===== config.mk =====
export PLATFORM = sky130hd
export DESIGN_NAME = rom_bank
export DESIGN_NICKNAME = d
export VERILOG_FILES = /design/src/verilog/rom_bank.sv
export SDC_FILE = /design/constraint.sdc
export NUM_CORES = 2
export LEC_CHECK = 0
export BUFFER_PORTS_ARGS = -buffer_cell sky130_fd_sc_hd__buf_2
export CORE_AREA = 3 3 580 582
export CTS_CLUSTER_SIZE = 25
export DETAILED_ROUTE_END_ITERATION = 8
export DIE_AREA = 0 0 583 585
export PLACE_DENSITY = 0.39
export SYNTH_ARGS = -nofsm -noshare
export SYNTH_HDL_FRONTEND = slang
export SYNTH_SLANG_ARGS = --single-unit

===== constraint.sdc =====
create_clock -name clk_sys -period 2.05 [get_ports clk_sys]
set_input_delay 0.205 -clock clk_sys [delete_from_list [all_inputs] [get_ports clk_sys]]
set_output_delay 0.205 -clock clk_sys [all_outputs]
set_load 0.005 [all_outputs]

===== src/verilog/rom_bank.sv =====
`timescale 1ns/10ps

// Simple dual-port store
// Port A writes from the loader, port B reads for the game
module rom_bank #(
	parameter type data_t = logic [7:0],
	parameter int AW = 8
) (
	input logic clk_sys,
	input logic we,
	input logic [AW-1:0] waddr,
	input data_t wdata,
	input logic [AW-1:0] raddr,
	output data_t rdata
);

	localparam int DEPTH = 1 << AW;

	data_t mem [DEPTH]; // Contents hold across reset

	// Port A
	always_ff @(posedge clk_sys) begin
		if (we) begin
			mem[waddr] <= wdata;
		end
	end

	// Port B
	// Same-address read during a write returns the old word
	always_ff @(posedge clk_sys) begin
		rdata <= mem[raddr]; // One cycle latency
	end

endmodule


# [After elaboration in Yosys (flattened, before gate mapping)]
# Memories as Yosys holds them, arrays and structs flattened. A register that Yosys moved wholly into a read port is not among the register bits.
# Cells that the tools add are included.
[word_totals] output_inout_bits=8 word_cells=3 ff_bits=0 input_bits=26 mem_count=1 ramBits=2048
[classes] muxes=2
[memory_table] memory="mem" depth=256 width=8 read_ports=1 rd_ports_with_merged_regs=1 wr=1 line="19" rtl="data_t mem [DEPTH];"
[op_table] operator="1-bit 2-to-1 mux" count=2

# [Logic depth before layout (Yosys ltp)]
[depth] word_depth=2 mapped_depth=11 depth_no_buf=6

# [Worst setup path before layout]
# No wires, ideal clock.
[synth_timing] kind="input to register" start="input raddr[0]" end="register rdata[2] in the netlist's numbering, read port of mem" setup_time_ps=131 path_buffers=4 path_stages=9 setup_slack_ps=-93 required_ps=1919 arrival_time_ps=2012 path_cell_list="buf_6 > buf_12 > buf_8 > buf_2 > mux4_2 > a22oi_1 > a21oi_1 > nor4_1 > nor4_2"
[synth_rtl] item="start: declaration" line="13" rtl="input logic [AW-1:0] raddr,"
[synth_rtl] item="end: declaration" line="14" rtl="output data_t rdata"

==> key figures <==
Status
  • Status: finished, violations left
  • Violated checks: negative setup slack

Placement
  • PortBufs: 33
  • DPL Wire Length: 162,000 µm
  • Routability cong.: 0.775
  • Placed Cells: 8,699

STA
  • Slew @ Worst Pin: 0.844 ns
  • Final min period: 2.32 ns
  • PnR worst setup slack: -0.270 ns
  • Final setup skew: 0.0895 ns
  • Final worst-path cycle share: 1.13
  • Slew HR: 0.438
  • Maximum clock rate: 431 MHz
  • Final hold vios: 0
  • Final setup viols: 8
  • Worst Hold Margin: 0.0847 ns
  • Fin Setup TNS: -1.32 ns
  • Max-slew violation count: 0
  • RSZ-0062 raised after global routing: true

Yosys
  • Post-synth cell types: 55
  • Yosys Warn Count: 0
  • Seq/Total Area, Yosys: 0.775
  • Cells after Synth: 3,733
  • Number of synthesized register bits: 2,056
  • EDFF count, synth: 2,048
  • Post-Syn Area: 0.0796 mm²
  • Synth Net Count: 3,759
  • Primary FF master, synth: edfxtp_1
  • Mean Syn Cell Area: 21.3 µm²
  • Async SR Flop Fraction: 0

Routing
  • DRT antenna net count: 0
  • Average wire per standard cell: 26.9 µm
  • Routed vias/inst: 4.45
  • Vias: 40,700
  • Drt total wl: 245,000 µm
  • First-pass DRT Iterations: 5
  • Drt drc: 0
  • DR iter-0 viols: 3,600

Critical path
  • Slack of the worst reg-to-reg path: -0.27 ns
  • Max Fanout on Critical Path: 1
  • Worst r2r path cells: 7
  • Worst R2R Start: mem[130][1]
  • Worst EP required: 2.79 ns
  • Kind of critical path: flip-flop to flip-flop
  • Worst Setup Start Kind: flip-flop
  • Setup crit end kind: flip-flop
  • CP arrival: 3.06 ns
  • Reg-to-Reg End: rdata[1]

Clocking
  • Clk sink count: 2,056
  • Later-pin clock latency in the skew report: 0.90 ns
  • CTS tree: yes
  • # Post-CTS Setup Buffers: 0
  • CTS Buffer Depth: 4
  • H-tree lvl count: 4
  • CTS Buf Count: 235
  • CTS clock-pin slew for the worst setup and hold paths: 0.06 ns
  • Clock tree root driver cell: clkbuf_16

Final layout
  • Final core utilization: 0.299
  • Most frequent cells in the layout: 2,048 x edfxtp_1, 687 x buf_4, 455 x mux4_2, 276 x nor2_1, 236 x clkbuf_16
  • Area growth from synthesis to layout: 24.5%
  • Layout cell share with drive strength beyond 1: 0.354
  • # nets final: 4,601
  • Post-Layout Cell Count: 9,130
  • Commonest non-fill, non-tap cell in the layout: edfxtp_1

Die
  • Die height: 585 µm
  • Die Footprint: 0.341 mm²
  • Top-level port count: 34
  • Core area: 0.331 mm²
  • FP Rows: 211
  • Initial core utilization: 0.240
  • Die width: 583 µm

Worst hold path
  • Worst hold endpoint: mem[155][5]
  • Min-delay src: waddr[1]
  • Worst hold stages: 4
  • Worst min-delay path class: primary input to flip-flop

Job
  • Max-Cap Viols: 0

GRT
  • Number of global-route vias before repair: 42,700
  • Grt total ovfl: 0
  • Largest net degree at the start of global routing: 121
  • GRT Total Usage: 0.142
  • Initial antenna violation count: 25
  • First-pass GRT wire length: 343,000 µm

Power and ir drop
  • Pleak: 31.7 nW
  • Total chip power: 91.9 mW
  • Maximum vdd drop: 0.000650 V
  • Pwr per Cell Area: 927 mW/mm²
[layout make-up]
class | count | area (µm²)
Inverter | 2 | 7.51
Timing Repair Buffer | 838 | 7710
Fill cell | 32200 | 232000
Clock buffer | 281 | 6080
Tap cell | 4366 | 5460
Sequential cell | 2056 | 61700
Antenna cell | 5 | 12.5
Clock inverter | 140 | 1140
Multi-Input combinational cell | 1442 | 17000
[per-stage QoR]
step | worst slack [ns] | instance area, µm²
6_report | -0.270 | 99100
5_1_grt | -0.306 | 99100
4_1_cts | -0.353 | 98900
3_5_place_dp | -1.53 | 91300
3_3_place_gp | -2.19 | 91300
2_1_floorplan | -0.00710 | 79700
[Yosys cell counts (3+ instances only)]
cell	n	share of area
a211oi_1	16	0.0015
a21oi_1	96	0.0060
a221oi_1	13	0.0014
a22o_1	8	0.00088
a22oi_1	133	0.013
and2_1	6	0.00047
buf_1	22	0.0010
buf_12	8	0.0020
buf_2	31	0.0020
buf_4	27	0.0025
buf_6	21	0.0030
buf_8	13	0.0025
clkbuf_1	111	0.0052
dfxtp_1	8	0.0020
edfxtp_1	2048	0.77
mux2i_1	134	0.017
mux4_2	454	0.13
nand2_1	33	0.0016
nand2b_1	8	0.00063
nand3_1	34	0.0021
nand4_1	10	0.00079
nor2_1	282	0.013
nor2b_1	31	0.0024
nor3_1	22	0.0014
nor4_1	24	0.0019
nor4_2	3	0.00047
o211ai_1	10	0.00094
o21ai_0	10	0.00063
o221ai_1	46	0.0051
o22a_1	5	0.00055
o22ai_1	28	0.0022
o32ai_1	4	0.00044
or2_2	4	0.00031
[state kept, by name, summed over array words and instances (netlist names)]
name	count
mem	2048
rdata	8
[how the worst max path moves through the flow]
stage	startpoint	to	slack [ns]	cells past startpoint
2_1_floorplan	raddr[0]	rdata[2]	-0.007	9
3_3_place_gp	raddr[0]	rdata[2]	-2.19	9
3_5_place_dp	raddr[0]	rdata[4]	-1.53	11
4_1_cts	mem[130][1]	rdata[1]	-0.35	7
5_1_grt	mem[131][1]	rdata[1]	-0.31	7
6_report	mem[130][1]	rdata[1]	-0.27	7
[repair_timing]
| action | 4_1_cts | 5_1_grt |
|---|---|---|
| pin swaps | 18 | 16 |
| hold buffers | 8 | 0 |
| hold endpoints to repair | 1253 | 0 |
| gates resized for setup | 57 | 19 |
| setup endpoints to repair | 12 | 8 |
| cloned | 0 | 0 |
[critical path, cell delays in order, from the launching register on]
cell	delay, ns
edfxtp_1	0.37
mux4_2	0.52
mux4_2	0.51
nor2_4	0.14
a2111oi_4	0.06
nor3_4	0.35
buf_6	0.18
nor4_4	0.03
[layer usage]
metal	vias up	wire length, µm	GRT usage
li1	17400	-	-
met1	21900	111000	0.198
met2	998	117000	0.231
met3	303	12200	0.0240
met4	0	5640	0.0327
met5	-	0	0
[where the power goes]
part / switching (mW) / internal [mW] / total, mW / leakage, nW
combinational: 3.26 / 2.19 / 5.45 / 9.64
sequential: 0.120 / 46.3 / 46.5 / 18.5
clock: 16.8 / 23.1 / 40.0 / 3.54
[cells by family (layout without fill, tap and decap cells)]
family,Yosys count,in the layout,synth area share
AOI/OAI and AO/OA,385,385,0.0342
buffers and inverters,235,1261,0.0183
DFF,2056,2056,0.775
muxes,591,591,0.146
other,0,5,0
and+or+nand+nor,466,466,0.0263
Power figures use the tool's default switching activity.
