### src/include/rom_macros.svh
`ifndef ROM_MACROS_SVH
`define ROM_MACROS_SVH

// ##########################################################################
// Download side
// ##########################################################################

// Byte address of the download stream
`define ROM_DL_AW 14

// ##########################################################################
// Program banks
// ##########################################################################

`define ROM_BANK_AW 10 // Words per bank as a power of two
`define ROM_PROG_BANKS 3 // Banks in the program region
`define ROM_SEL_W 2 // Bank index, value 3 is the hole

// ##########################################################################
// Audio bank
// ##########################################################################

`define ROM_AUD_AW 11 // Byte address inside the audio bank

// First download byte of the audio region
`define ROM_AUD_BASE 14'h2000

`endif

### src/verilog/rom_pkg.sv
`include "rom_macros.svh"

package rom_pkg;

	// Payload types
	typedef logic [15:0] rom_word_t; // Program word, big-endian pair
	typedef logic [7:0] rom_byte_t; // Download and audio byte

	// Address types
	typedef logic [`ROM_DL_AW-1:0] dl_addr_t; // Host byte address

	// Game side program address
	// Upper bits pick the bank, lower bits the word inside it
	typedef logic [`ROM_SEL_W+`ROM_BANK_AW-1:0] prog_addr_t;

	typedef logic [`ROM_AUD_AW-1:0] aud_addr_t; // Audio byte address

	// Where a download byte lands
	typedef enum logic [1:0] {
		REGION_PROG = 2'd0, // Packed into a program word
		REGION_AUDIO = 2'd1, // Written straight to the audio bank
		REGION_NONE = 2'd2 // Hole or past the end, dropped
	} region_e;

endpackage

### src/verilog/rom_read_mux.sv
`timescale 1ns/10ps
`include "rom_macros.svh"

module rom_read_mux import rom_pkg::*; (
	input logic clk_sys,
	input logic rst,
	input logic prog_rd,
	input logic [`ROM_SEL_W-1:0] bank_sel,
	input rom_word_t bank_data [`ROM_PROG_BANKS],
	output rom_word_t prog_data,
	output logic prog_valid
);

	localparam logic [`ROM_SEL_W-1:0] SEL_HOLE = '1; // Index past the last bank

	logic [`ROM_SEL_W-1:0] sel_q; // Lines up with the bank read
	logic valid_q;

	// ##########################################################################
	// Select and valid pipeline
	// ##########################################################################

	always_ff @(posedge clk_sys) begin
		if (rst) begin
			sel_q <= SEL_HOLE; // Output reads zero until the first read
			valid_q <= 1'b0;
		end else begin
			sel_q <= bank_sel;
			valid_q <= prog_rd;
		end
	end

	// ##########################################################################
	// Data select
	// ##########################################################################

	always_comb begin
		prog_data = '0; // Hole reads zero
		for (int i = 0; i < `ROM_PROG_BANKS; i++) begin
			if (int'(sel_q) == i) begin
				prog_data = bank_data[i];
			end
		end
	end

	assign prog_valid = valid_q;

	// Valid arrives with the bank data of the request
	assert property (@(posedge clk_sys) disable iff (rst)
		##1 prog_valid == $past(prog_rd))
		else $error("rom_read_mux: prog_valid not one cycle after prog_rd");

endmodule

### config.mk
export PLATFORM = sky130hd
export DESIGN_NAME = rom_read_mux
export DESIGN_NICKNAME = d
export VERILOG_FILES = /design/src/verilog/rom_pkg.sv /design/src/verilog/rom_read_mux.sv
export VERILOG_INCLUDE_DIRS = /design/src /design/src/include
export SDC_FILE = /design/constraint.sdc
export NUM_CORES = 1
export LEC_CHECK = 0
export BUFFER_PORTS_ARGS = -buffer_cell sky130_fd_sc_hd__buf_2
export CAP_MARGIN = 25
export CELL_PAD_IN_SITES_DETAIL_PLACEMENT = 1
export CELL_PAD_IN_SITES_GLOBAL_PLACEMENT = 1
export CORE_MARGIN = 3
export CORE_UTILIZATION = 19
export DETAILED_ROUTE_END_ITERATION = 6
export MAX_ROUTING_LAYER = met4
export PLACE_DENSITY_LB_ADDON = 0.3
export SYNTH_ARGS = -nofsm -noshare
export SYNTH_HDL_FRONTEND = slang
export SYNTH_SLANG_ARGS = --single-unit
### constraint.sdc
create_clock -name clk_sys -period 2.48 [get_ports clk_sys]
set_input_delay 0.496 -clock clk_sys [delete_from_list [all_inputs] [get_ports clk_sys]]
set_output_delay 0.496 -clock clk_sys [all_outputs]
set_load 0.02 [all_outputs]
-- After elaboration in Yosys (flattened, before gate mapping)
Index checks and enable logic that the tools add are counted.
- flip-flop bits (word level): 3
- reductions and logical operators: 1
- mux-type cells: 3
- equal/unequal tests: 2
- operators with widths (cell ; count):
    16-bit 2-to-1 mux ; 3
    2-bit == test (second input constant) ; 2
    2-bit logical NOT ; 1

-- Logic depth before layout (Yosys ltp)
Gate-level depths: netlist of run 1.
- depth after elaboration: 4
- gate-level depth with buffers: 5
- gate-level depth less buffers: 2

-- Least setup slack after synthesis of run 1
Ideal clock, no wire load.
- path kind: register to output
- start point: register sel_q[0]
- end point: output port prog_data[10]
- data required time: 1.984 ns
- stages on the path, launching flop included: 5
- slack: 0.939 ns
- data arrival time: 1.045 ns
- path buffers: 2
- cell sequence: dfxtp_1 buf_6 buf_8 mux2i_1 o2bb2ai_1
- longest elaborated chain between the ends: 4
- elaborated cells between the ends (all ways): 6
- ends and longest elaborated chain (what ; line ; RTL):
    start: declaration ; rom_read_mux.sv:16 ; logic [`ROM_SEL_W-1:0] sel_q;
    start signal: assignment ; rom_read_mux.sv:28 ; sel_q <= bank_sel;
    2-bit logical NOT ; rom_read_mux.sv:40 ; if (int'(sel_q) == i) begin
    16-bit 2-to-1 mux (2 in series) ; rom_read_mux.sv:40 ;
    16-bit 2-to-1 mux (*) ; rom_read_mux.sv:40 ;
    end: declaration ; rom_read_mux.sv:10 ; output rom_word_t prog_data,
Mark *: on every way between the ends. The rest lies on a longest branch, timed or not.

-- Worst setup path in the final report of run 1
- start point: register sel_q[0]
- end point: output port prog_data[5]
The elaborated chain is that of the path after synthesis.

==> key figures, run 1 <==
Yosys
  – Yosys warning total: 0
  – Synthesized instance count: 45
  – Post-synth top area share: 0.348
  – Synthesized net count: a little under 100
  – Post-synthesis cell type count: 9
  – Register bit total from synthesis: 3
  – Syn_area_per_cell: around 10 um2
  – Sequential area share after synthesis: 0.130
  – Synth area leader: mux2i_1
  – Mapped Area: around 460 um2
  – Synth top area cells: mux2i_1 35%, o2bb2ai_1 30%, dfxtp_1 13%

Flow run
  – Max-cap check violation count: 0

Power and ir drop
  – P per Cell Area: approximately 340 nW/um2
  – Int Power: 178 uW
  – Clock power share: 0.320
  – Register share of total power: 0.199
  – Switching pwr: around 98 uW
  – Peak supply drop: between 150 and 200 uV
  – Switching share of power: 0.354
  – Comb power frac: 0.481
  – Leak Pwr: 0.506 nW

Routing
  – DR WL/cell: 13.4 um
  – Avg Vias per Cell: 4.54
  – Starting DRT DRC Count: 5
  – DRC viols: 0
  – Iteration count of the initial detailed-routing pass: 2
  – Vias: 645
  – ANT nets after route: 0
  – Routed WL: 1.90 mm

Layout
  – Nets@finish: approximately 170
  – Share of layout cells above drive strength 1: 0.675
  – Fillers: a little over 300
  – P&R area growth vs syn: 76.9%
  – Reg area: roughly 60 um2
  – Antenna Cells: 0
  – Area of the multi-input gates: 333 um2
  – Layout Utilization: 0.361

Clock tree
  – CTS Hold Bufs: 0
  – Max H-tree Level: 1
  – PostCTS Resize Cnt: 0
  – CTS tree: done
  – CTS sink count: 3
  – CTS clk-pin slew, worst paths: 40 ps
  – Setup Buffers After CTS: 0
  – TritonCTS Buffers: 3
  – CTS max path bufs: 2
  – Clk root buf: clkbuf_4

Floorplan
  – Die height: between 50 and 60 um
  – Die area: 3050 um2
  – Die width: 55.2 um
  – Core area: 2250 um2
  – Initial Utilization: 0.204
  – Std-Cell Rows: 17
  – # IOs: 70

GRT
  – Antenna violations before repair: 0
  – First-pass GRT wire length: between 3 and 4 mm
  – GR Overflow Total: 0
  – Vias in the first global route: 669
  – Largest net degree at the start of global routing: 17
  – GR Util All Layers: 0.132

STA
  – Max-slew violations: 0
  – RSZ-0062 raised after global routing: false
  – FMAX: 481 MHz
  – Setup violations, final: 0
  – Hold Vio Cnt, Final: 0
  – Slew headroom: 0.701
  – Post-route clock period utilization: 0.838
  – Tmin final: between 2000 and 2500 ps
  – Final setup TNS: 0 ps
  – Actual slew at the worst max-slew pin: 448 ps

Critical path
  – Crit Path Category: reg2out
  – WP data required: 1980 ps
  – Critical Path End Type: output pin
  – Crit path capture: prog_data[5]
  – CP startpoint: sel_q[0]
  – Crit path max fanout: 10
  – Critical Path AT: 1580 ps
  – Startpoint Class: register

Worst hold path
  – Tightest Hold Check Type: in2reg
  – WHS Path Cells: 2

Outcome
  – Status: complete, no violations

Placement
  – RePlAce Congestion: 0.740
  – PortBufs: 69
## power groups by stage
| stage | Clock (mW) | Combinational, mW | Sequential [mW] |
|---|---|---|---|
| finish | 0.0881 | 0.133 | 0.0550 |
| global route | 0.0958 | 0.145 | 0.0558 |
| floorplan | 0 | 0.0792 | 0.0539 |
| detailed placement | 0 | 0.134 | 0.0558 |
| global placement | 0 | 0.131 | 0.0556 |
| CTS | 0.0959 | 0.135 | 0.0551 |
## synthesized netlist by cell type (all sizes together)
library cell	n
or2	2
nor2b	2
o2bb2ai	16
dfxtp	3
clkbuf	1
mux2i	16
buf	5
## critical path, cell delays in order, from the launching register on
cell	delay [ps]
dfxtp_1	590
buf_4	300
mux2i_1	220
o2bb2ai_1	80
buf_2	160
## sequential cells by signal (all words and copies together), names as in the netlist
signal / cells
sel_q: 2
prog_valid: 1
## cell usage in the layout, fill, tap and decap left out
| master | synthesis | routed |
|---|---|---|
| buf_2 | 0 | 69 |
| mux2i_1 | 16 | 16 |
| o2bb2ai_1 | 16 | 16 |
| clkbuf_4 | 0 | 3 |
| dfxtp_1 | 3 | 3 |
| or2_2 | 2 | 2 |
| buf_4 | 0 | 2 |
| nor2b_4 | 1 | 1 |
| nor2b_1 | 1 | 1 |
| clkbuf_1 | 1 | 1 |
## worst min-delay path by stage
stage,startpoint,to
5_1_grt,rst,prog_valid
3_3_place_gp,rst,prog_valid
2_1_floorplan,rst,prog_valid
4_1_cts,rst,prog_valid
3_5_place_dp,rst,prog_valid
6_report,rst,prog_valid
## cells by family (layout without fill, tap and decap cells)
| kind of cell | after synthesis | after routing | share of synthesized area |
|---|---|---|---|
| AO/OA/AOI/OAI | 16 | 16 | 0.304 |
| multiplexers | 16 | 16 | 0.348 |
| AND/OR/NAND/NOR | 4 | 4 | 0.0706 |
| flip-flops | 3 | 3 | 0.130 |
| buffers and inverters | 6 | 75 | 0.147 |
## cell type report
class,count,area share
clock buffer,4,0.0323
sequential,3,0.0737
multi-input combinational,36,0.409
tap,28,0.0430
timing repair buffer,71,0.442
## layer usage
metal / GRT usage / part of all wire
met1: 0.119 / 0.31
met2: 0.240 / 0.59
met3: 0.0421 / 0.071
met4: 0.0764 / 0.022
met5: - / 0
## per-stage QoR
stage	instance area [um2]	cells	power (mW)	setup slack [ps]	hold WS, ps
detailed placement	788	138	0.190	628	688
finish	815	142	0.276	402	435
global placement	788	138	0.187	624	678
global route	815	142	0.297	246	427
floorplan	460	45	0.133	939	568
CTS	815	142	0.286	362	423
(Power assumes the default switching activity.)
==> inputs of run 2 (changes only) <==
--- a/config.mk
+++ b/config.mk
@@ -6,12 +6,13 @@
 export SDC_FILE = /design/constraint.sdc
 export NUM_CORES = 1
 export LEC_CHECK = 0
+export ABC_AREA = 1
 export BUFFER_PORTS_ARGS = -buffer_cell sky130_fd_sc_hd__buf_2
 export CAP_MARGIN = 25
 export CELL_PAD_IN_SITES_DETAIL_PLACEMENT = 1
 export CELL_PAD_IN_SITES_GLOBAL_PLACEMENT = 1
 export CORE_MARGIN = 3
-export CORE_UTILIZATION = 19
+export CORE_UTILIZATION = 15
 export DETAILED_ROUTE_END_ITERATION = 6
 export MAX_ROUTING_LAYER = met4
 export PLACE_DENSITY_LB_ADDON = 0.3
==> constraint.sdc (replaced) <==
create_clock -name clk_sys -period 1.8 [get_ports clk_sys]
set_input_delay 0.36 -clock clk_sys [delete_from_list [all_inputs] [get_ports clk_sys]]
set_output_delay 0.36 -clock clk_sys [all_outputs]
set_load 0.02 [all_outputs]
==> key figures, run 2 <==
Outcome
  – Status: complete, no violations

STA
  – Max-slew violations: 0
  – Actual slew at the worst max-slew pin: 287 ps
  – FMAX: roughly 600 MHz
  – Final setup TNS: 0 ps
  – RSZ-0062 raised after global routing: false
  – Tmin final: approximately 1600 ps
  – Slew headroom: 0.809
  – Hold Vio Cnt, Final: 0
  – Post-route clock period utilization: 0.904
  – Setup violations, final: 0
  – Hold Slack: 304 ps

Floorplan
  – Die area: 3960 um2
  – Initial Utilization: 0.158
  – Std-Cell Rows: 20
  – Die width: 62.9 um
  – # IOs: 70
  – Die height: roughly 63 um
  – Core area: 3080 um2

Routing
  – ANT nets after route: 0
  – Routed WL: 2.27 mm
  – DR WL/cell: 11.7 um
  – DRC viols: 0
  – Avg Vias per Cell: around 4.4
  – Vias: roughly 850
  – Iteration count of the initial detailed-routing pass: 4
  – Starting DRT DRC Count: 37

Placement
  – RePlAce Congestion: 0.719
  – PortBufs: 69
  – Cells after DPL: 190

Yosys
  – Post-synth top cells: 48 x nand3_1, 16 x nand2_1, 4 x buf_6
  – Register bit total from synthesis: 3
  – Post-synth EDFFs: 0
  – Most common cell in the netlist: nand3_1
  – Post-synthesis cell type count: 13
  – Mapped Area: 485 um2
  – Syn_area_per_cell: 5.99 um2
  – Synthesized instance count: slightly above 80
  – Synthesized net count: 134
  – Primary FF master, synth: dfxtp_1
  – Yosys warning total: 0
  – Synth area leader: nand3_1
  – Post-synth top area share: 0.495
  – Synth top area cells: nand3_1 49%, dfxtp_1 12%, nand2_1 12%
  – Async set-reset flop share out of synthesis: 0
  – Sequential area share after synthesis: 0.124

Layout
  – Layout Utilization: 0.283
  – Antenna Cells: 0
  – Largest register FFs: 2
  – Share of layout cells above drive strength 1: 0.533
  – Commonest non-fill, non-tap cell in the layout: buf_2
  – Nets@finish: ~200
  – Final Non-Filler Cells: 194
  – P&R area growth vs syn: 79.6%
  – Leading cell types in the layout, fill and taps excluded: 69 x buf_2, 48 x nand3_1, 16 x nand2_1
  – Most flop-heavy register: sel_q

Critical path
  – Critical Path End Type: output pin
  – Crit Path Category: reg2out
  – Crit-path slowest cell: dfxtp_1
  – Critical Path Most Common Cell: nand3_1
  – Cell Chain, Critical Path: buf_4 > nand3_1 > nand3_1 > buf_2
  – Crit path max fanout: 9
  – WP data required: 1440 ps
  – Max stage delay on crit path: 470 ps
  – Critical Path AT: 1270 ps
  – Startpoint Class: register

Flow run
  – Max-cap check violation count: 0

GRT
  – Largest net degree at the start of global routing: 19
  – First-pass GRT wire length: 3.90 mm
  – Antenna violations before repair: 0
  – GR Util All Layers: 0.123
  – GR Overflow Total: 0
  – Vias in the first global route: 873

Clock tree
  – Max H-tree Level: 1
  – PostCTS Resize Cnt: 0
  – Clk root buf: clkbuf_4
  – CTS sink count: 3
  – CTS max path bufs: 2
  – Setup Buffers After CTS: 0
  – CTS tree: done
  – TritonCTS Buffers: 3
  – CTS clk-pin slew, worst paths: roughly 30 ps
  – CTS Hold Bufs: 0

Worst hold path
  – Tightest Hold Check Type: in2reg

Power and ir drop
  – P per Cell Area: approximately 440 nW/um2
  – Peak supply drop: 239 uV
  – Leak Pwr: 0.516 nW
run 2: worst max-delay path: cells and delay by family (launching register included):
family	cells	cell delay, ps
AND/OR/NAND/NOR	2	180
buffers and inverters	2	390
flip-flops	1	470
run 2: final timing paths:
kind / startpoint / end / slack [ps] / cells past startpoint
hold / removal: rst / prog_valid / 300 / 2
setup / recovery: sel_q[1] / prog_data[0] / 170 / 4
run 2: through the flow:
step | total power, mW | instance area [um2] | setup WS [ps]
detailed placement | 0.270 | 846 | 394
floorplan | 0.179 | 485 | 549
global route | 0.417 | 872 | 42.0
global placement | 0.266 | 846 | 419
finish | 0.380 | 872 | 172
CTS | 0.394 | 872 | 130
run 2: area by class of cell:
| class | instances | area [um2] |
|---|---|---|
| repair buffers | 72 | 380 |
| inverters | 3 | 13.8 |
| multi-input cells | 68 | 337 |
| flip-flops and latches | 3 | 60.1 |
| fillers | 431 | 2210 |
| clock buffers | 4 | 26.3 |
| well taps | 44 | 55.1 |
run 2: cells by family after synthesis:
group	share of synthesized area
buf+inv	0.183
flops	0.124
simple gates	0.693
run 2: layer usage:
layer  wire length, um  vias to the layer above  track usage
li1                  -                      423            -
met3               246                        0       0.0396
met4                 0                        0       0.0331
met5                 0                        -            -
met1               988                      372        0.135
met2              1040                       54        0.213
run 2: report_power, final:
part | switching (mW) | internal (mW) | total [mW]
Sequential | 0.00386 | 0.0706 | 0.0745
Combinational | 0.106 | 0.0855 | 0.192
Clock | 0.0309 | 0.0828 | 0.114
Total | 0.141 | 0.239 | 0.380
==> inputs of run 3 (changes only) <==
--- a/config.mk
+++ b/config.mk
@@ -13,6 +13,8 @@
 export CELL_PAD_IN_SITES_GLOBAL_PLACEMENT = 1
 export CORE_MARGIN = 3
 export CORE_UTILIZATION = 15
+export CTS_BUF_LIST = sky130_fd_sc_hd__clkbuf_16
+export CTS_CLUSTER_DIAMETER = 50
 export DETAILED_ROUTE_END_ITERATION = 6
 export MAX_ROUTING_LAYER = met4
 export PLACE_DENSITY_LB_ADDON = 0.3
==> key figures, run 3 (synthesis results as in run 2) <==
Placement
  – RePlAce Congestion: 0.719
  – PortBufs: 69

Outcome
  – Status: complete, no violations

GRT
  – First-pass GRT wire length: 3.91 mm
  – Largest net degree at the start of global routing: 19
  – Vias in the first global route: roughly 870
  – GR Overflow Total: 0
  – GR Util All Layers: 0.123
  – Antenna violations before repair: 0

Power and ir drop
  – Clock power share: 0.564
  – P per Cell Area: 661 nW/um2
  – Peak supply drop: 413 uV
  – Int Power: 442 uW
  – Leak Pwr: 0.543 nW
  – Switching pwr: 169 uW
  – Comb power frac: 0.314
  – Register share of total power: 0.122
  – Overall Power: 612 uW
  – Switching share of power: 0.277

Routing
  – Vias: 850
  – DRC viols: 0
  – Starting DRT DRC Count: 47
  – Routed WL: 2.31 mm
  – DR WL/cell: about 12 um
  – Avg Vias per Cell: 4.38
  – ANT nets after route: 0
  – Iteration count of the initial detailed-routing pass: 4

Clock tree
  – CTS Hold Bufs: 0
  – TritonCTS Buffers: 3
  – CTS max path bufs: 2
  – Setup Buffers After CTS: 0
  – Max H-tree Level: 1
  – PostCTS Resize Cnt: 0
  – CTS tree: done
  – CTS clk-pin slew, worst paths: 30 ps
  – Clk root buf: clkbuf_16
  – CTS sink count: 3

Floorplan
  – Die area: 3960 um2
  – Core area: 3080 um2
  – Std-Cell Rows: 20
  – Die width: ~63 um
  – # IOs: 70
  – Die height: 62.9 um
  – Initial Utilization: 0.158

Layout
  – Fillers: 423
  – Largest register FFs: 2
  – Commonest non-fill, non-tap cell in the layout: buf_2
  – Antenna Cells: 0
  – P&R area growth vs syn: 90.5%
  – Leading cell types in the layout, fill and taps excluded: 69 x buf_2, 48 x nand3_1, 16 x nand2_1
  – Share of layout cells above drive strength 1: 0.533
  – Most flop-heavy register: sel_q
  – Area of the multi-input gates: 337 um2
  – Nets@finish: roughly 200
  – Reg area: roughly 60 um2

STA
  – Tmin final: 1630 ps
  – Max-slew violations: 0
  – Actual slew at the worst max-slew pin: 290 ps
  – Final setup TNS: 0 ps
  – RSZ-0062 raised after global routing: false
  – Hold Vio Cnt, Final: 0
  – Setup violations, final: 0
  – FMAX: 615 MHz
  – Slew headroom: 0.806
  – Post-route clock period utilization: 0.903

Critical path
  – Startpoint Class: register
  – Crit Path Category: reg2out
  – Crit path max fanout: 16
  – WP data required: 1440 ps
  – Critical Path End Type: output pin
  – Critical Path AT: 1270 ps

Flow run
  – Max-cap check violation count: 0

Worst hold path
  – Tightest Hold Check Type: in2reg
## run 3: path summary, 6_finish.rpt
check	endpoint	cells past startpoint	slack, ps	start
max	prog_data[15]	4	170	sel_q[1]
min	prog_valid	2	310	rst
## run 3: cell type report
class	count	area share
clock buffers	3	0.0812
repair buffers	72	0.411
multi-input cells	68	0.364
clock inverters	1	0.00406
inverters	3	0.0149
flip-flops and latches	3	0.0650
well taps	44	0.0595
## run 3: metrics by stage
step / utilization / std cells / hold WS, ps / cell area [um2] / worst slack [ps]
2_1_floorplan: - / 81 / 431 / 485 / 549
3_3_place_gp: 0.275 / 190 / 540 / 846 / 419
3_5_place_dp: 0.275 / 190 / 543 / 846 / 394
4_1_cts: 0.300 / 194 / 312 / 925 / 147
5_1_grt: 0.300 / 194 / 331 / 925 / 65.4
6_report: 0.300 / 194 / 311 / 925 / 175
## run 3: power groups by stage
stage	clock network (mW)	logic (mW)	registers, mW
floorplan	0	0.105	0.0742
global placement	0	0.191	0.0752
detailed placement	0	0.195	0.0755
CTS	0.350	0.196	0.0747
global route	0.356	0.212	0.0751
finish	0.345	0.192	0.0745
## run 3: per-layer routing
metal,vias up,routed length (um),global-route usage
li1,422,-,-
met1,370,996,0.136
met2,56,1040,0.212
met3,2,259,0.0450
met4,0,12,0.0248
met5,-,0,-
## run 3: critical path, stage by stage (launching register included)
cell and delay [ps]:
dfxtp_1 470, inv_2 210, nand3_1 120, nand3_1 90, buf_2 170
