## src/include/rom_macros.svh

```systemverilog
`ifndef ROM_MACROS_SVH
`define ROM_MACROS_SVH

// ##########################################################################
// Download side
// ##########################################################################

// Byte address of the download stream
`define ROM_DL_AW 14

// ##########################################################################
// Program banks
// ##########################################################################

`define ROM_BANK_AW 10 // Words per bank as a power of two
`define ROM_PROG_BANKS 3 // Banks in the program region
`define ROM_SEL_W 2 // Bank index, value 3 is the hole

// ##########################################################################
// Audio bank
// ##########################################################################

`define ROM_AUD_AW 11 // Byte address inside the audio bank

// First download byte of the audio region
`define ROM_AUD_BASE 14'h2000

`endif

```

## src/verilog/rom_pkg.sv

```systemverilog
`include "rom_macros.svh"

package rom_pkg;

	// Payload types
	typedef logic [15:0] rom_word_t; // Program word, big-endian pair
	typedef logic [7:0] rom_byte_t; // Download and audio byte

	// Address types
	typedef logic [`ROM_DL_AW-1:0] dl_addr_t; // Host byte address

	// Game side program address
	// Upper bits pick the bank, lower bits the word inside it
	typedef logic [`ROM_SEL_W+`ROM_BANK_AW-1:0] prog_addr_t;

	typedef logic [`ROM_AUD_AW-1:0] aud_addr_t; // Audio byte address

	// Where a download byte lands
	typedef enum logic [1:0] {
		REGION_PROG = 2'd0, // Packed into a program word
		REGION_AUDIO = 2'd1, // Written straight to the audio bank
		REGION_NONE = 2'd2 // Hole or past the end, dropped
	} region_e;

endpackage

```

## src/verilog/rom_wr_if.sv

```systemverilog
`timescale 1ns/10ps
`include "rom_macros.svh"

// Bank write requests, one strobe per completed write
interface rom_wr_if import rom_pkg::*; ();

	logic [`ROM_PROG_BANKS-1:0] prog_we; // One-hot program bank strobe
	logic aud_we; // Audio bank strobe
	logic [`ROM_AUD_AW-1:0] waddr; // Shared by all banks
	rom_word_t wdata_word; // Program payload
	rom_byte_t wdata_byte; // Audio payload

	modport loader (
		output prog_we,
		output aud_we,
		output waddr,
		output wdata_word,
		output wdata_byte
	);

	// Program banks use the low ROM_BANK_AW bits of waddr
	modport bank (
		input prog_we,
		input aud_we,
		input waddr,
		input wdata_word,
		input wdata_byte
	);

endinterface

```

## src/verilog/rom_loader.sv

```systemverilog
`timescale 1ns/10ps
`include "rom_macros.svh"

module rom_loader import rom_pkg::*; (
	input logic clk_sys,
	input logic rst,
	input logic dl_active,
	input logic dl_wr,
	input dl_addr_t dl_addr,
	input rom_byte_t dl_data,
	rom_wr_if.loader wr
);

	// Region limits in download bytes
	localparam int PROG_END = `ROM_PROG_BANKS << (`ROM_BANK_AW + 1); // Start of the hole
	localparam int AUD_END = `ROM_AUD_BASE + (1 << `ROM_AUD_AW);

	logic accept; // Byte taken this edge
	region_e region;
	logic [`ROM_SEL_W-1:0] bank_idx;
	logic [`ROM_PROG_BANKS-1:0] bank_onehot;
	aud_addr_t aud_off; // Offset inside the audio region
	rom_byte_t acc_hi; // Even byte waiting for its partner
	logic prog_wr; // Odd program byte completes a word
	logic aud_wr;

	assign accept = dl_wr & dl_active;
	assign bank_idx = dl_addr[`ROM_BANK_AW+1 +: `ROM_SEL_W]; // 2 KB per bank
	assign aud_off = aud_addr_t'(dl_addr - dl_addr_t'(`ROM_AUD_BASE));

	// ##########################################################################
	// Region decode
	// ##########################################################################

	always_comb begin
		if (dl_addr < dl_addr_t'(PROG_END)) begin
			region = REGION_PROG;
		end else if (dl_addr >= dl_addr_t'(`ROM_AUD_BASE) &&
			dl_addr < dl_addr_t'(AUD_END)) begin
			region = REGION_AUDIO;
		end else begin
			region = REGION_NONE; // Filler hole and anything above audio
		end
	end

	always_comb begin
		for (int i = 0; i < `ROM_PROG_BANKS; i++) begin
			bank_onehot[i] = (int'(bank_idx) == i);
		end
	end

	assign prog_wr = accept && region == REGION_PROG && dl_addr[0];
	assign aud_wr = accept && region == REGION_AUDIO;

	// ##########################################################################
	// Accumulator and write strobes
	// ##########################################################################

	always_ff @(posedge clk_sys) begin
		if (rst) begin
			wr.prog_we <= '0;
			wr.aud_we <= 1'b0;
			acc_hi <= '0;
		end else begin
			wr.prog_we <= '0; // Strobes last one cycle
			wr.aud_we <= aud_wr;
			if (accept && region == REGION_PROG) begin
				if (!dl_addr[0]) begin
					acc_hi <= dl_data; // High half of the word
				end else begin
					wr.prog_we <= bank_onehot;
				end
			end
		end
	end

	// Write payload follows the strobe
	always_ff @(posedge clk_sys) begin
		if (prog_wr) begin
			wr.waddr <= {{(`ROM_AUD_AW - `ROM_BANK_AW){1'b0}}, dl_addr[`ROM_BANK_AW:1]};
			wr.wdata_word <= {acc_hi, dl_data}; // Big-endian pair
		end
		if (aud_wr) begin
			wr.waddr <= aud_off;
			wr.wdata_byte <= dl_data;
		end
	end

	// No two banks written in the same cycle
	assert property (@(posedge clk_sys) disable iff (rst)
		$onehot0({wr.prog_we, wr.aud_we}))
		else $error("rom_loader: more than one bank write enable high");

endmodule

```

## src/flat_wrapper.sv

```systemverilog
// flat-port wrapper written by rule: the top's interface ports become plain ports
module rom_loader_flat import rom_pkg::*;
  (clk_sys, rst, dl_active, dl_wr, dl_addr, dl_data, wr_prog_we, wr_aud_we, wr_waddr, wr_wdata_word, wr_wdata_byte);
  rom_wr_if wr_i ();
  input logic clk_sys;
  input logic rst;
  input logic dl_active;
  input logic dl_wr;
  input dl_addr_t dl_addr;
  input rom_byte_t dl_data;
  output wire logic [$bits(wr_i.prog_we)-1:0] wr_prog_we;
  output wire logic [$bits(wr_i.aud_we)-1:0] wr_aud_we;
  output wire logic [$bits(wr_i.waddr)-1:0] wr_waddr;
  output wire logic [$bits(wr_i.wdata_word)-1:0] wr_wdata_word;
  output wire logic [$bits(wr_i.wdata_byte)-1:0] wr_wdata_byte;
  assign wr_prog_we = wr_i.prog_we;
  assign wr_aud_we = wr_i.aud_we;
  assign wr_waddr = wr_i.waddr;
  assign wr_wdata_word = wr_i.wdata_word;
  assign wr_wdata_byte = wr_i.wdata_byte;
  rom_loader u_core (.clk_sys(clk_sys), .rst(rst), .dl_active(dl_active), .dl_wr(dl_wr), .dl_addr(dl_addr), .dl_data(dl_data), .wr(wr_i));
endmodule
```

## config.mk

```make
export PLATFORM = sky130hd
export DESIGN_NAME = rom_loader_flat
export DESIGN_NICKNAME = d
export VERILOG_FILES = /design/src/verilog/rom_pkg.sv /design/src/verilog/rom_wr_if.sv /design/src/verilog/rom_loader.sv /design/src/flat_wrapper.sv
export VERILOG_INCLUDE_DIRS = /design/src /design/src/include
export SDC_FILE = /design/constraint.sdc
export NUM_CORES = 1
export LEC_CHECK = 0
export ABC_AREA = 1
export BUFFER_PORTS_ARGS = -buffer_cell sky130_fd_sc_hd__buf_2
export CAP_MARGIN = 40
export CORE_ASPECT_RATIO = 0.75
export CORE_UTILIZATION = 44
export CTS_CLUSTER_DIAMETER = 120
export CTS_CLUSTER_SIZE = 12
export DETAILED_ROUTE_END_ITERATION = 16
export GPL_ROUTABILITY_DRIVEN = 0
export GPL_TIMING_DRIVEN = 0
export PLACE_DENSITY_LB_ADDON = 0.1
export SYNTH_ARGS = -nofsm -noshare
export SYNTH_HDL_FRONTEND = slang
export SYNTH_SLANG_ARGS = --single-unit
```

## constraint.sdc

```tcl
create_clock -name clk_sys -period 1.4 [get_ports clk_sys]
set_clock_uncertainty 0.15 [all_clocks]
set_input_delay 0.07 -clock clk_sys [delete_from_list [all_inputs] [get_ports clk_sys]]
set_output_delay 0.07 -clock clk_sys [all_outputs]
set_load 0.05 [all_outputs]
```

; After elaboration in Yosys (flattened, before gate mapping)
; Cells that the tools add are included.
[op_classes]
mul = 0
div = 0
n_eq_ne = 3
n_shift = 0
bitwise = 3
n_lt_le_gt_ge = 3
add_sub_neg = 1
reduce_logical = 9
muxes = 4
[ops]
columns = cell, count
row1 = 11-bit two-way mux, 2
row2 = 14-bit greater-or-equal comparator (second input constant), 1
row3 = 14-bit by 13-bit less-than comparator with 1-bit output (second input constant), 1
row4 = 14-bit less-than comparator (second input constant), 1
row5 = 11-bit by 1-bit subtractor with 11-bit output (second input constant), 1
row6 = 2-bit equality test (second input constant), 2
row7 = 1-bit logical AND, 4
row8 = 2-bit logical NOT, 2
row9 = 2-bit two-way mux, 2
row10 = 3-bit OR reduction, 1
row11 = 2-bit by 1-bit equality test with 1-bit output (second input constant), 1
row12 = 1-bit inverter, 2
row13 = 2-bit AND reduction, 1
row14 = 2-bit nonzero test, 1
row15 = 1-bit AND, 1
[totals]
mem_bits_rw = 0
latch_bits = 0
n_memories = 0
wordCells = 29
romBits = 0
reg_bits = 47
input_bits = 26
output_inout_bits = 39

; Logic depth before layout (Yosys ltp)
; Gate-level depths: netlist of the first run.
[logic_depth]
word_depth = 9
ltp_mapped = 6
ltp_nobuf = 6

; Worst setup path after synthesis of the first run
; No wires, ideal clock.
[synth_path]
path_kind = input -> register
start = input dl_addr[11]
end = register u_core.wr.waddr[0], enable pin
stages = 3
setup_slack_ns = -0.121
t_required_ns = 0.870
t_arrival_ns = 0.991
setup_time_ns = 0.380
path_buffers = 0
cell_sequence = nand2_1 -> nand2_2 -> o21ai_1
[synth_via]
elab_chain_len = 8
word_cells_on_any_way = 12
classes_between = order compare (3) / eq/ne (1) / mux (2) / reduce/logical (6)
[synth_rtl]
columns = item, line_no
row1 = "start, declared", flat_wrapper.sv:9  ; input dl_addr_t dl_addr;
row2 = 14-bit greater-or-equal comparator or 14-bit less-than comparator (tied branches), "rom_loader.sv:38, rom_loader.sv:39"
row3 = 1-bit logical AND, rom_loader.sv:38  ; end else if (dl_addr >= dl_addr_t'(`ROM_AUD_BASE) &&
row4 = 2-bit two-way mux, rom_loader.sv:38
row5 = 2-bit two-way mux *, rom_loader.sv:36  ; if (dl_addr < dl_addr_t'(PROG_END)) begin
row6 = 2-bit logical NOT, rom_loader.sv:52  ; assign prog_wr = accept && region == REGION_PROG && dl_addr[0];
row7 = 1-bit logical AND (2 in series), rom_loader.sv:52
row8 = 2-bit nonzero test (no line) *, -
row9 = "end signal, assigned", rom_loader.sv:80  ; wr.waddr <= {{(`ROM_AUD_AW - `ROM_BANK_AW){1'b0}}, dl_addr[`ROM_BANK_AW:1]};
row10 = "end signal, assigned", rom_loader.sv:84  ; wr.waddr <= aud_off;
row11 = "end, declared", rom_wr_if.sv:16  ; output waddr,
; Every way passes the cells marked *; elsewhere a longest branch is shown, timed or not.
; A chain may end at the register's enable or synchronous reset.

; Worst setup path after layout of the first run
[layout_path]
start = input dl_addr[12]
end = register u_core.wr.waddr[4], enable pin
; Same word-level chain as after synthesis.

==> metrics.md, run 1 <==
| Metric | Value |
|---|---|
| Status | finished clean |
| Required @ worst endpoint | 1.20 ns |
| Worst setup path class | in -> reg |
| Reg2reg start | u_core.acc_hi[3]$_SDFFE_PP0P_ |
| Num CTS Buffers | 5 |
| Final net count | 278 |
| Hold path cells | 5 |
| Area of the multi-input gates | 376.6 sq um |
| Leading cell type in the layout, fill and taps excluded | buf_2 |
| DIE AREA | 4396 sq um |
| Commonest cells after routing, fill and taps aside | 65 x buf_2, 35 x edfxtp_1, 33 x nand2_1 |
| Worst skew pair latency | 0.29 ns |
| Post-DP Area | 2207 sq um |
| CTS sink count | 47 |
| Port Buf Inserts | 64 |
| DR pass1 iterations | 4 |
| DR vias | 1317 |
| Storage element area | 1291 sq um |
| YS warnings | 0 |
| Largest net degree at the start of global routing | 18 |
| Register area share after synthesis | 71.03% |
| Highest Clock Rate | 819.1 MHz |
| First-pass GRT wire length | 6.072 mm |
| Max-slew headroom | 71.97% |
| Clock buffer depth | 2 |
| Via density | 4.318 |
| DRT iter0 DRCs | 66 |
| Max incr delay on CP | 0.36 ns |
| CP Buf/Inv Count | 1 |
| H-tree depth | 2 |
| Setup Viol. Count Final | 0 |
| Vias in the first global route | 1276 |
| CTS tree | yes |
| R2R Setup Slk | 0.63 ns |
| Crit share post-route | 87.20% |
| Cell Chain, Critical Path | buf_2 > nand2_1 > nand2_2 > o21ai_4 |
| DP HPWL | 2.485 mm |
| GRT busiest layer | met2 |
| Critical path launch point type | input pin |
| Hold path startpoint | dl_addr[13] |
| Distinct cells, synth | 18 |
| Antenna violations before repair | 0 |
| Capture point of the worst reg-to-reg path | u_core.acc_hi[3]$_SDFFE_PP0P_ |
| FF-to-FF path depth | 4 |
| Final TNS setup | 0 ns |
| Area growth, synth to finish | 41.29% |
| Critical Path Source | dl_addr[12] |
| Hold_ws | 0.09103 ns |
| Hold WC Path Type | in -> reg |
| Crit-path leading delay family | simple AND/OR/NAND/NOR gates |
| Met2 GRT Util | 30.89% |
| Pleak | 1.172 nW |
| RSZ-0062 raised after global routing | false |
| PwrDens | 1025 nW/um^2 |
| Count of state elements after synthesis | 47 |
| IO Pins | 65 |
| Final wirelength | 3.643 mm |
| Total GRT Usage | 18.26% |
| Worst EP arrival | 1.03 ns |
| Antenna viol nets, final | 0 |
| CP max FO | 11 |
| Grt ovf | 0 |
| Cell Area, Synth | 1818 sq um |
| Crit end category | register |
| Starting Density | 47.80% |
| # DRC | 0 |
| Clock Tree Root | clkbuf_8 |
| Die height | 57.67 um |
| Worst Hold End | u_core.acc_hi[4]$_SDFFE_PP0P_ |
| Core ar. | 3804 sq um |
| Synthesized Nets | 180 |
| Tmin final | 1.221 ns |
| Final Max Slew Viols | 0 |
| Max cap viols | 0 |
| Site Rows | 19 |
| Fin. Hold Viols | 0 |
| Clk pin slew, worst setup/hold paths | 0.08 ns |
| Peak VDD IR | 574.3 uV |
| Least-Margin Pin Slew | 0.4195 ns |
| Syn avg cell area | 11.81 sq um |
| Post-Syn Instances | 154 |
| Grt met1 use | 22.30% |
| Crit-path slowest cell | o21ai_4 |
| Die W | 76.23 um |
| M3 GR Usage | 6.299% |
| Fin area | 2569 sq um |
| Share of post-route cells with drive strength above 1 | 37.15% |
| Fill cells | 316 |
| WL per Instance | 11.94 um |
| Ant. Diodes | 0 |
-- cells by family after synthesis --
family / after synthesis / share of synthesized area [%]
buf+inv: 36 / 8.877
compound gates: 7 / 2.547
flops: 47 / 71.03
simple gates: 64 / 17.55
-- synth_stat cells --
master | count | area, sq um
o21ai_2 | 3 | 26.28
nor2_4 | 1 | 11.26
o21ai_1 | 4 | 20.02
nor2_1 | 14 | 52.55
buf_2 | 1 | 5.000
clkinv_2 | 1 | 5.000
inv_1 | 31 | 116.4
clkinv_1 | 1 | 3.750
nand4_1 | 8 | 50.05
nand3_4 | 1 | 17.52
nand4_2 | 1 | 12.51
nor2_8 | 1 | 20.02
dfxtp_1 | 12 | 240.2
nand2_1 | 33 | 123.9
buf_12 | 1 | 20.02
buf_6 | 1 | 11.26
nand2_2 | 5 | 31.28
edfxtp_1 | 35 | 1051
-- sequential cells by signal, summed over array words and instances (netlist names) --
name / cells
u_core.acc_hi: 8
u_core.wr.aud_we: 1
u_core.wr.prog_we: 3
u_core.wr.waddr: 11
u_core.wr.wdata_byte: 8
u_core.wr.wdata_word: 16
-- stage by stage --
step / setup WS (ns) / power [W] / util (%) / instances
2_1_floorplan: 0.08619 / 0.001758 / - / 154
3_5_place_dp: -0.2985 / 0.001852 / 58.03 / 270
3_3_place_gp: -0.2352 / 0.001844 / 58.03 / 270
6_report: 0.1792 / 0.002632 / 67.53 / 305
4_1_cts: 0.007326 / 0.002661 / 66.02 / 300
5_1_grt: 0.07795 / 0.002758 / 67.53 / 305
-- worst min-delay path, cell delays in order --
cell	delay, ns
buf_2	0.16
nor2_8	0.09
nand4_1	0.07
nand2_1	0.04
nor2_1	0.07
-- routing by layer --
metal	share of wire, %	routed length [um]	vias to the layer above
li1	-	-	685
met2	48	1754	41
met5	0	0	-
met3	5.8	212	4
met4	1.1	40	0
met1	45	1634	587
-- report_power, final --
group	switching, W	internal [W]
combinational	0.000213	0.000121
sequential	0.00000916	0.00153
clock	0.000415	0.000342
-- repair_timing --
item / CTS / global route
gates resized for setup: 0 / 1
buffers inserted: 0 / 5
hold buffers: 22 / 0
endpoints found under the hold margin: 38 / 0
endpoints found under the setup margin: 0 / 30
-- how the worst max path moves through the flow --
stage,to,slack (ns),depth (start not counted)
after floorplan,u_core.wr.waddr[0]$_DFFE_PP_,0.09,3
after global placement,u_core.wr.waddr[2]$_DFFE_PP_,-0.24,4
after detailed placement,u_core.wr.waddr[1]$_DFFE_PP_,-0.30,4
after CTS,u_core.wr.waddr[1]$_DFFE_PP_,0.007,4
after global routing,u_core.wr.waddr[4]$_DFFE_PP_,0.08,4
final,u_core.wr.waddr[4]$_DFFE_PP_,0.18,4
-- area by class of cell --
class | instances | area share (%)
inverter | 33 | 4.871
buffer | 3 | 1.413
clock inverter | 3 | 0.5845
sequential | 47 | 50.27
clock buffer | 5 | 2.679
timing repair buffer | 91 | 22.99
multi-input combinational | 71 | 14.66
tap | 52 | 2.533
(Power assumes the default switching activity.)
==> inputs of run 2 (changes only) <==
CORE_UTILIZATION = 30   (was 44)
==> metrics.md, run 2 (synthesized netlist as in run 1, its figures left out) <==
| Metric | Value |
|---|---|
| Status | finished clean |
| Max cap viols | 0 |
| Vias in the first global route | 1347 |
| Antenna viol nets, final | 0 |
| Biggest register | u_core.wr.wdata_word |
| Seq pwr share | 57.3% |
| Fill cells | 591 |
| Largest regs | u_core.wr.wdata_word x16, u_core.wr.waddr x11 |
| Reg2reg start | u_core.acc_hi[7]$_SDFFE_PP0P_ |
| Via density | 4.070 |
| Peak VDD IR | 355.5 uV |
| CTS sink count | 47 |
| DR pass1 iterations | 6 |
| Final wirelength | 3.830 mm |
| Hold_ws | 0.07244 ns |
| IO Pins | 65 |
| Final TNS setup | 0 ns |
| Port Buf Inserts | 64 |
| RSZ-0062 raised after global routing | false |
| DR vias | 1339 |
| Worst setup path class | in -> reg |
| Site Rows | 24 |
| Switching Share | 23.86% |
| Max-slew headroom | 70.74% |
| Tmin final | 1.253 ns |
| Clock Tree Root | clkbuf_8 |
| Highest Clock Rate | 798.1 MHz |
| Ant. Diodes | 0 |
| Final Max Slew Viols | 0 |
| Required @ worst endpoint | 1.20 ns |
| Starting Density | 31.21% |
| Leading cell type in the layout, fill and taps excluded | buf_2 |
| Critical path launch point type | input pin |
| Crit end category | register |
| Worst EP arrival | 1.06 ns |
| Int Pwr | 0.002047 W |
| Final Util | 44.50% |
| Hold path startpoint | dl_addr[13] |
| # DRC | 0 |
| Setup Viol. Count Final | 0 |
| Max FFs per register | 16 |
| DP HPWL | 2.533 mm |
| CTS tree | yes |
| PwrDens | 1037 nW/um^2 |
| Die height | 69.42 um |
| Crit share post-route | 89.49% |
| Antenna violations before repair | 0 |
| Worst Hold End | u_core.acc_hi[1]$_SDFFE_PP0P_ |
| Clk pin slew, worst setup/hold paths | 0.08 ns |
| Worst skew pair latency | 0.29 ns |
| Least-Margin Pin Slew | 0.4378 ns |
| Capture point of the worst reg-to-reg path | u_core.acc_hi[7]$_SDFFE_PP0P_ |
| Num CTS Buffers | 5 |
| Hold path cells | 5 |
| H-tree depth | 2 |
| Slack of the critical path | 0.1471 ns |
| Sw Pwr | 0.0006413 W |
| Die W | 91.89 um |
| R2R Setup Slk | 0.64 ns |
| DRT iter0 DRCs | 41 |
| Logic pwr share | 12.4% |
| Clk pwr share | 30.3% |
| Largest net degree at the start of global routing | 18 |
| Commonest cells after routing, fill and taps aside | 65 x buf_2, 35 x edfxtp_1, 33 x nand2_1 |
| Area growth, synth to finish | 42.60% |
| Total GRT Usage | 13.01% |
| Worst slack, placed | -0.3387 ns |
| Share of post-route cells with drive strength above 1 | 35.86% |
| Final net count | 276 |
| Fin. Hold Viols | 0 |
| Clock buffer depth | 2 |
| Hold WC Path Type | in -> reg |
| CP max FO | 11 |
| First-pass GRT wire length | 6.375 mm |
| FF-to-FF path depth | 4 |
| Pleak | 1.159 nW |
| DIE AREA | 6379 sq um |
| Grt ovf | 0 |
| WL per Instance | 11.64 um |
| Core ar. | 5826 sq um |
-- run 2: cell count changes in the layout (fill, tap and decap cells not counted) --
cell      previous run  this run
clkinv_2             4         1
clkinv_1             1         2
buf_4                4         2
clkbuf_1             0         1
clkbuf_8             5         6
-- run 2: per-layer routing --
layer	up-vias	track usage [%]	wire length [um]
met5	-	0	0
met4	0	5.729	50
met3	7	3.947	271
met2	47	19.57	1695
met1	603	17.33	1813
li1	682	-	-
-- run 2: cell type report --
cell class              instances  area, sq um  area share (%)
plain buffers                   3        36.28           1.400
clock buffers                   7        86.33           3.330
clock inverters                 1        3.754          0.1448
inverters                      33        125.1           4.826
multi-input cells              71        376.6           14.53
flip-flops and latches         47         1291           49.81
well taps                      78        97.59           3.764
repair buffers                 89        575.6           22.20
-- run 2: per-stage QoR --
step	cell area [sq um]	total power, W	cells
final	2592	0.002688	329
after global routing	2592	0.002810	329
after CTS	2557	0.002721	326
after global placement	2240	0.001853	296
after floorplan	1822	0.001758	154
after detailed placement	2240	0.001854	296
-- run 2: timing repair --
item                                    CTS  global route
endpoints found under the setup margin    2            19
gates resized for setup                   1             0
pin swaps                                 0             1
endpoints found under the hold margin    36             0
buffers inserted                          0             3
hold buffers                             22             0
-- run 2: how the worst max path moves through the flow --
stage	slack (ns)	to	startpoint	cells after the start
floorplan	0.09	u_core.wr.waddr[0]$_DFFE_PP_	dl_addr[11]	3
global placement	-0.32	u_core.wr.waddr[4]$_DFFE_PP_	dl_addr[11]	4
detailed placement	-0.34	u_core.wr.waddr[4]$_DFFE_PP_	dl_addr[11]	4
CTS	0.02	u_core.wr.prog_we[2]$_SDFF_PP0_	dl_addr[11]	6
global route	0.08	u_core.wr.waddr[0]$_DFFE_PP_	dl_addr[11]	4
finish	0.15	u_core.wr.waddr[7]$_DFFE_PP_	dl_addr[12]	4
-- run 2: worst max-delay path: stages --
cell and delay (ns):
buf_2 0.11, nand2_1 0.33, nand2_2 0.16, o21ai_4 0.37
-- run 2: power by group through the flow --
| stage | clock (W) | sequential (W) | combinational (W) |
|---|---|---|---|
| finish | 0.000815 | 0.00154 | 0.000333 |
| global route | 0.000904 | 0.00155 | 0.000361 |
| CTS | 0.000850 | 0.00154 | 0.000330 |
| detailed placement | 0 | 0.00157 | 0.000281 |
| global placement | 0 | 0.00157 | 0.000280 |
| floorplan | 0 | 0.00167 | 0.0000841 |
==> inputs of run 3 (changes only) <==
==> constraint.sdc (replaced) <==
create_clock -name clk_sys -period 1.4 [get_ports clk_sys]
set_clock_uncertainty 0.15 [all_clocks]
set_input_delay 0.35 -clock clk_sys [delete_from_list [all_inputs] [get_ports clk_sys]]
set_output_delay 0.35 -clock clk_sys [all_outputs]
set_load 0.05 [all_outputs]
==> metrics.md, run 3 (synthesized netlist as in run 1, its figures left out) <==
| Metric | Value |
|---|---|
| Num CTS Buffers | 5 |
| Hold path cells | 2 |
| Worst setup path class | reg -> out |
| Peak VDD IR | 381.6 uV |
| Setup Viol. Count Final | 0 |
| Worst Hold End | u_core.wr.aud_we$_SDFF_PP0_ |
| CTS sink count | 47 |
| Required @ worst endpoint | 0.90 ns |
| FF-to-FF path depth | 4 |
| Area growth, synth to finish | 44.18% |
| Antenna viol nets, final | 0 |
| Final Max Slew Viols | 0 |
| CP Buf/Inv Count | 1 |
| Largest net degree at the start of global routing | 18 |
| Least-Margin Pin Slew | 0.2647 ns |
| Max incr delay on CP | 0.41 ns |
| Hold_ws | 0.08121 ns |
| Capture point of the worst reg-to-reg path | u_core.acc_hi[1]$_SDFFE_PP0P_ |
| Fill cells | 575 |
| PwrDens | 1025 nW/um^2 |
| R2R Setup Slk | 0.62 ns |
| CTS hold repair buffers | 0 |
| Hold path startpoint | rst |
| Antenna violations before repair | 0 |
| Clock buffer depth | 2 |
| WL per Instance | 11.96 um |
| Total GRT Usage | 12.72% |
| Worst EP arrival | 0.88 ns |
| Ant. Diodes | 0 |
| Crit end category | output pin |
| Highest Clock Rate | 726.8 MHz |
| Largest regs | u_core.wr.wdata_word x16, u_core.wr.waddr x11 |
| Biggest register | u_core.wr.wdata_word |
| Pleak | 1.152 nW |
| Crit share post-route | 98.28% |
| Critical path launch point type | register |
| Share of post-route cells with drive strength above 1 | 41.30% |
| Leading cell type in the layout, fill and taps excluded | edfxtp_1 |
| DP HPWL | 2.527 mm |
| DIE AREA | 6379 sq um |
| Max FFs per register | 16 |
| Die height | 69.42 um |
| DR pass1 iterations | 4 |
| Port Buf Inserts | 64 |
| Grt ovf | 0 |
| Worst skew pair latency | 0.29 ns |
| Starting Density | 31.21% |
| Slack of the critical path | 0.02406 ns |
| Max cap viols | 0 |
| First-pass GRT wire length | 6.009 mm |
| Crit-path leading delay family | flip-flops |
| Worst slack, placed | -0.4903 ns |
| IO Pins | 65 |
| Die W | 91.89 um |
| CP max FO | 1 |
| Commonest cells after routing, fill and taps aside | 35 x edfxtp_1, 32 x nand2_1, 31 x inv_1 |
| RSZ-0062 raised after global routing | true |
| Status | finished clean |
| Vias in the first global route | 1184 |
| Core ar. | 5826 sq um |
| Via density | 4.198 |
| Max-slew headroom | 82.24% |
| Site Rows | 24 |
| CTS tree | yes |
| Cell Chain, Critical Path | buf_6 |
| # DRC | 0 |
| DRT iter0 DRCs | 65 |
| Reg2reg start | u_core.acc_hi[1]$_SDFFE_PP0P_ |
| Clock Tree Root | clkbuf_8 |
| Hold WC Path Type | in -> reg |
| Fin. Hold Viols | 0 |
| Final wirelength | 3.684 mm |
| Crit-path slowest cell | edfxtp_1 |
| H-tree depth | 2 |
| Final net count | 256 |
| DR vias | 1293 |
| Tmin final | 1.376 ns |
| Clk pin slew, worst setup/hold paths | 0.08 ns |
[run 3: worst reg2reg max path: cells and delay by family, from the launching register on]
kind                   cells  cell delay (ns)
flip-flops                 1             0.34
buffers and inverters      2             0.08
AND/OR/NAND/NOR            2             0.15
[run 3: how the worst max path moves through the flow]
stage	end	slack, ns	from	cells after the start
final	wr_wdata_byte[3]	0.02	u_core.wr.wdata_byte[3]$_DFFE_PP_	1
after global routing	wr_wdata_word[0]	-0.03	u_core.wr.wdata_word[0]$_DFFE_PP_	1
after CTS	wr_wdata_word[0]	0.0004	u_core.wr.wdata_word[0]$_DFFE_PP_	1
after detailed placement	u_core.wr.prog_we[0]$_SDFF_PP0_	-0.49	dl_wr	7
after global placement	u_core.wr.prog_we[0]$_SDFF_PP0_	-0.50	dl_wr	7
after floorplan	u_core.wr.wdata_word[0]$_DFFE_PP_	-0.07	dl_wr	4
[run 3: layer usage]
metal	share of wire [%]	up-vias	global-route usage [%]
met5	0	-	0
met4	1.4	0	4.688
met3	7.5	6	5.921
met2	43	41	17.91
met1	48	600	17.03
li1	-	646	-
[run 3: power breakdown]
part / internal, W / switching [W]
sequential: 0.00153 / 0.0000151
clock: 0.000388 / 0.000423
combinational: 0.000116 / 0.000213
[run 3: final cells by class]
cell class	count	area (sq um)	area share, %
sequential	47	1291	49.26
timing repair buffer	69	569.3	21.72
buffer	3	36.28	1.384
clock inverter	1	5.005	0.1909
multi-input combinational	71	414.1	15.80
tap	78	97.59	3.723
inverter	33	125.1	4.773
clock buffer	6	82.58	3.150
[run 3: timing repair]
item | 4_1_cts | 5_1_grt
pin swaps | 2 | 1
gates resized for setup | 6 | 90
endpoints found under the setup margin | 35 | 47
setup buffers | 5 | 0
[run 3: stage by stage]
step           std cells  power (W)  instance area (sq um)  setup TNS (ns)  util (%)
3_3_place_gp         296   0.001864                   2276          -15.59     39.07
6_report             308   0.002687                   2621               0     45.00
4_1_cts              308   0.002692                   2430               0     41.71
5_1_grt              308   0.002820                   2621         -0.1714     45.00
2_1_floorplan        154   0.001764                   1858          -1.104         -
3_5_place_dp         296   0.001865                   2276          -15.75     39.07
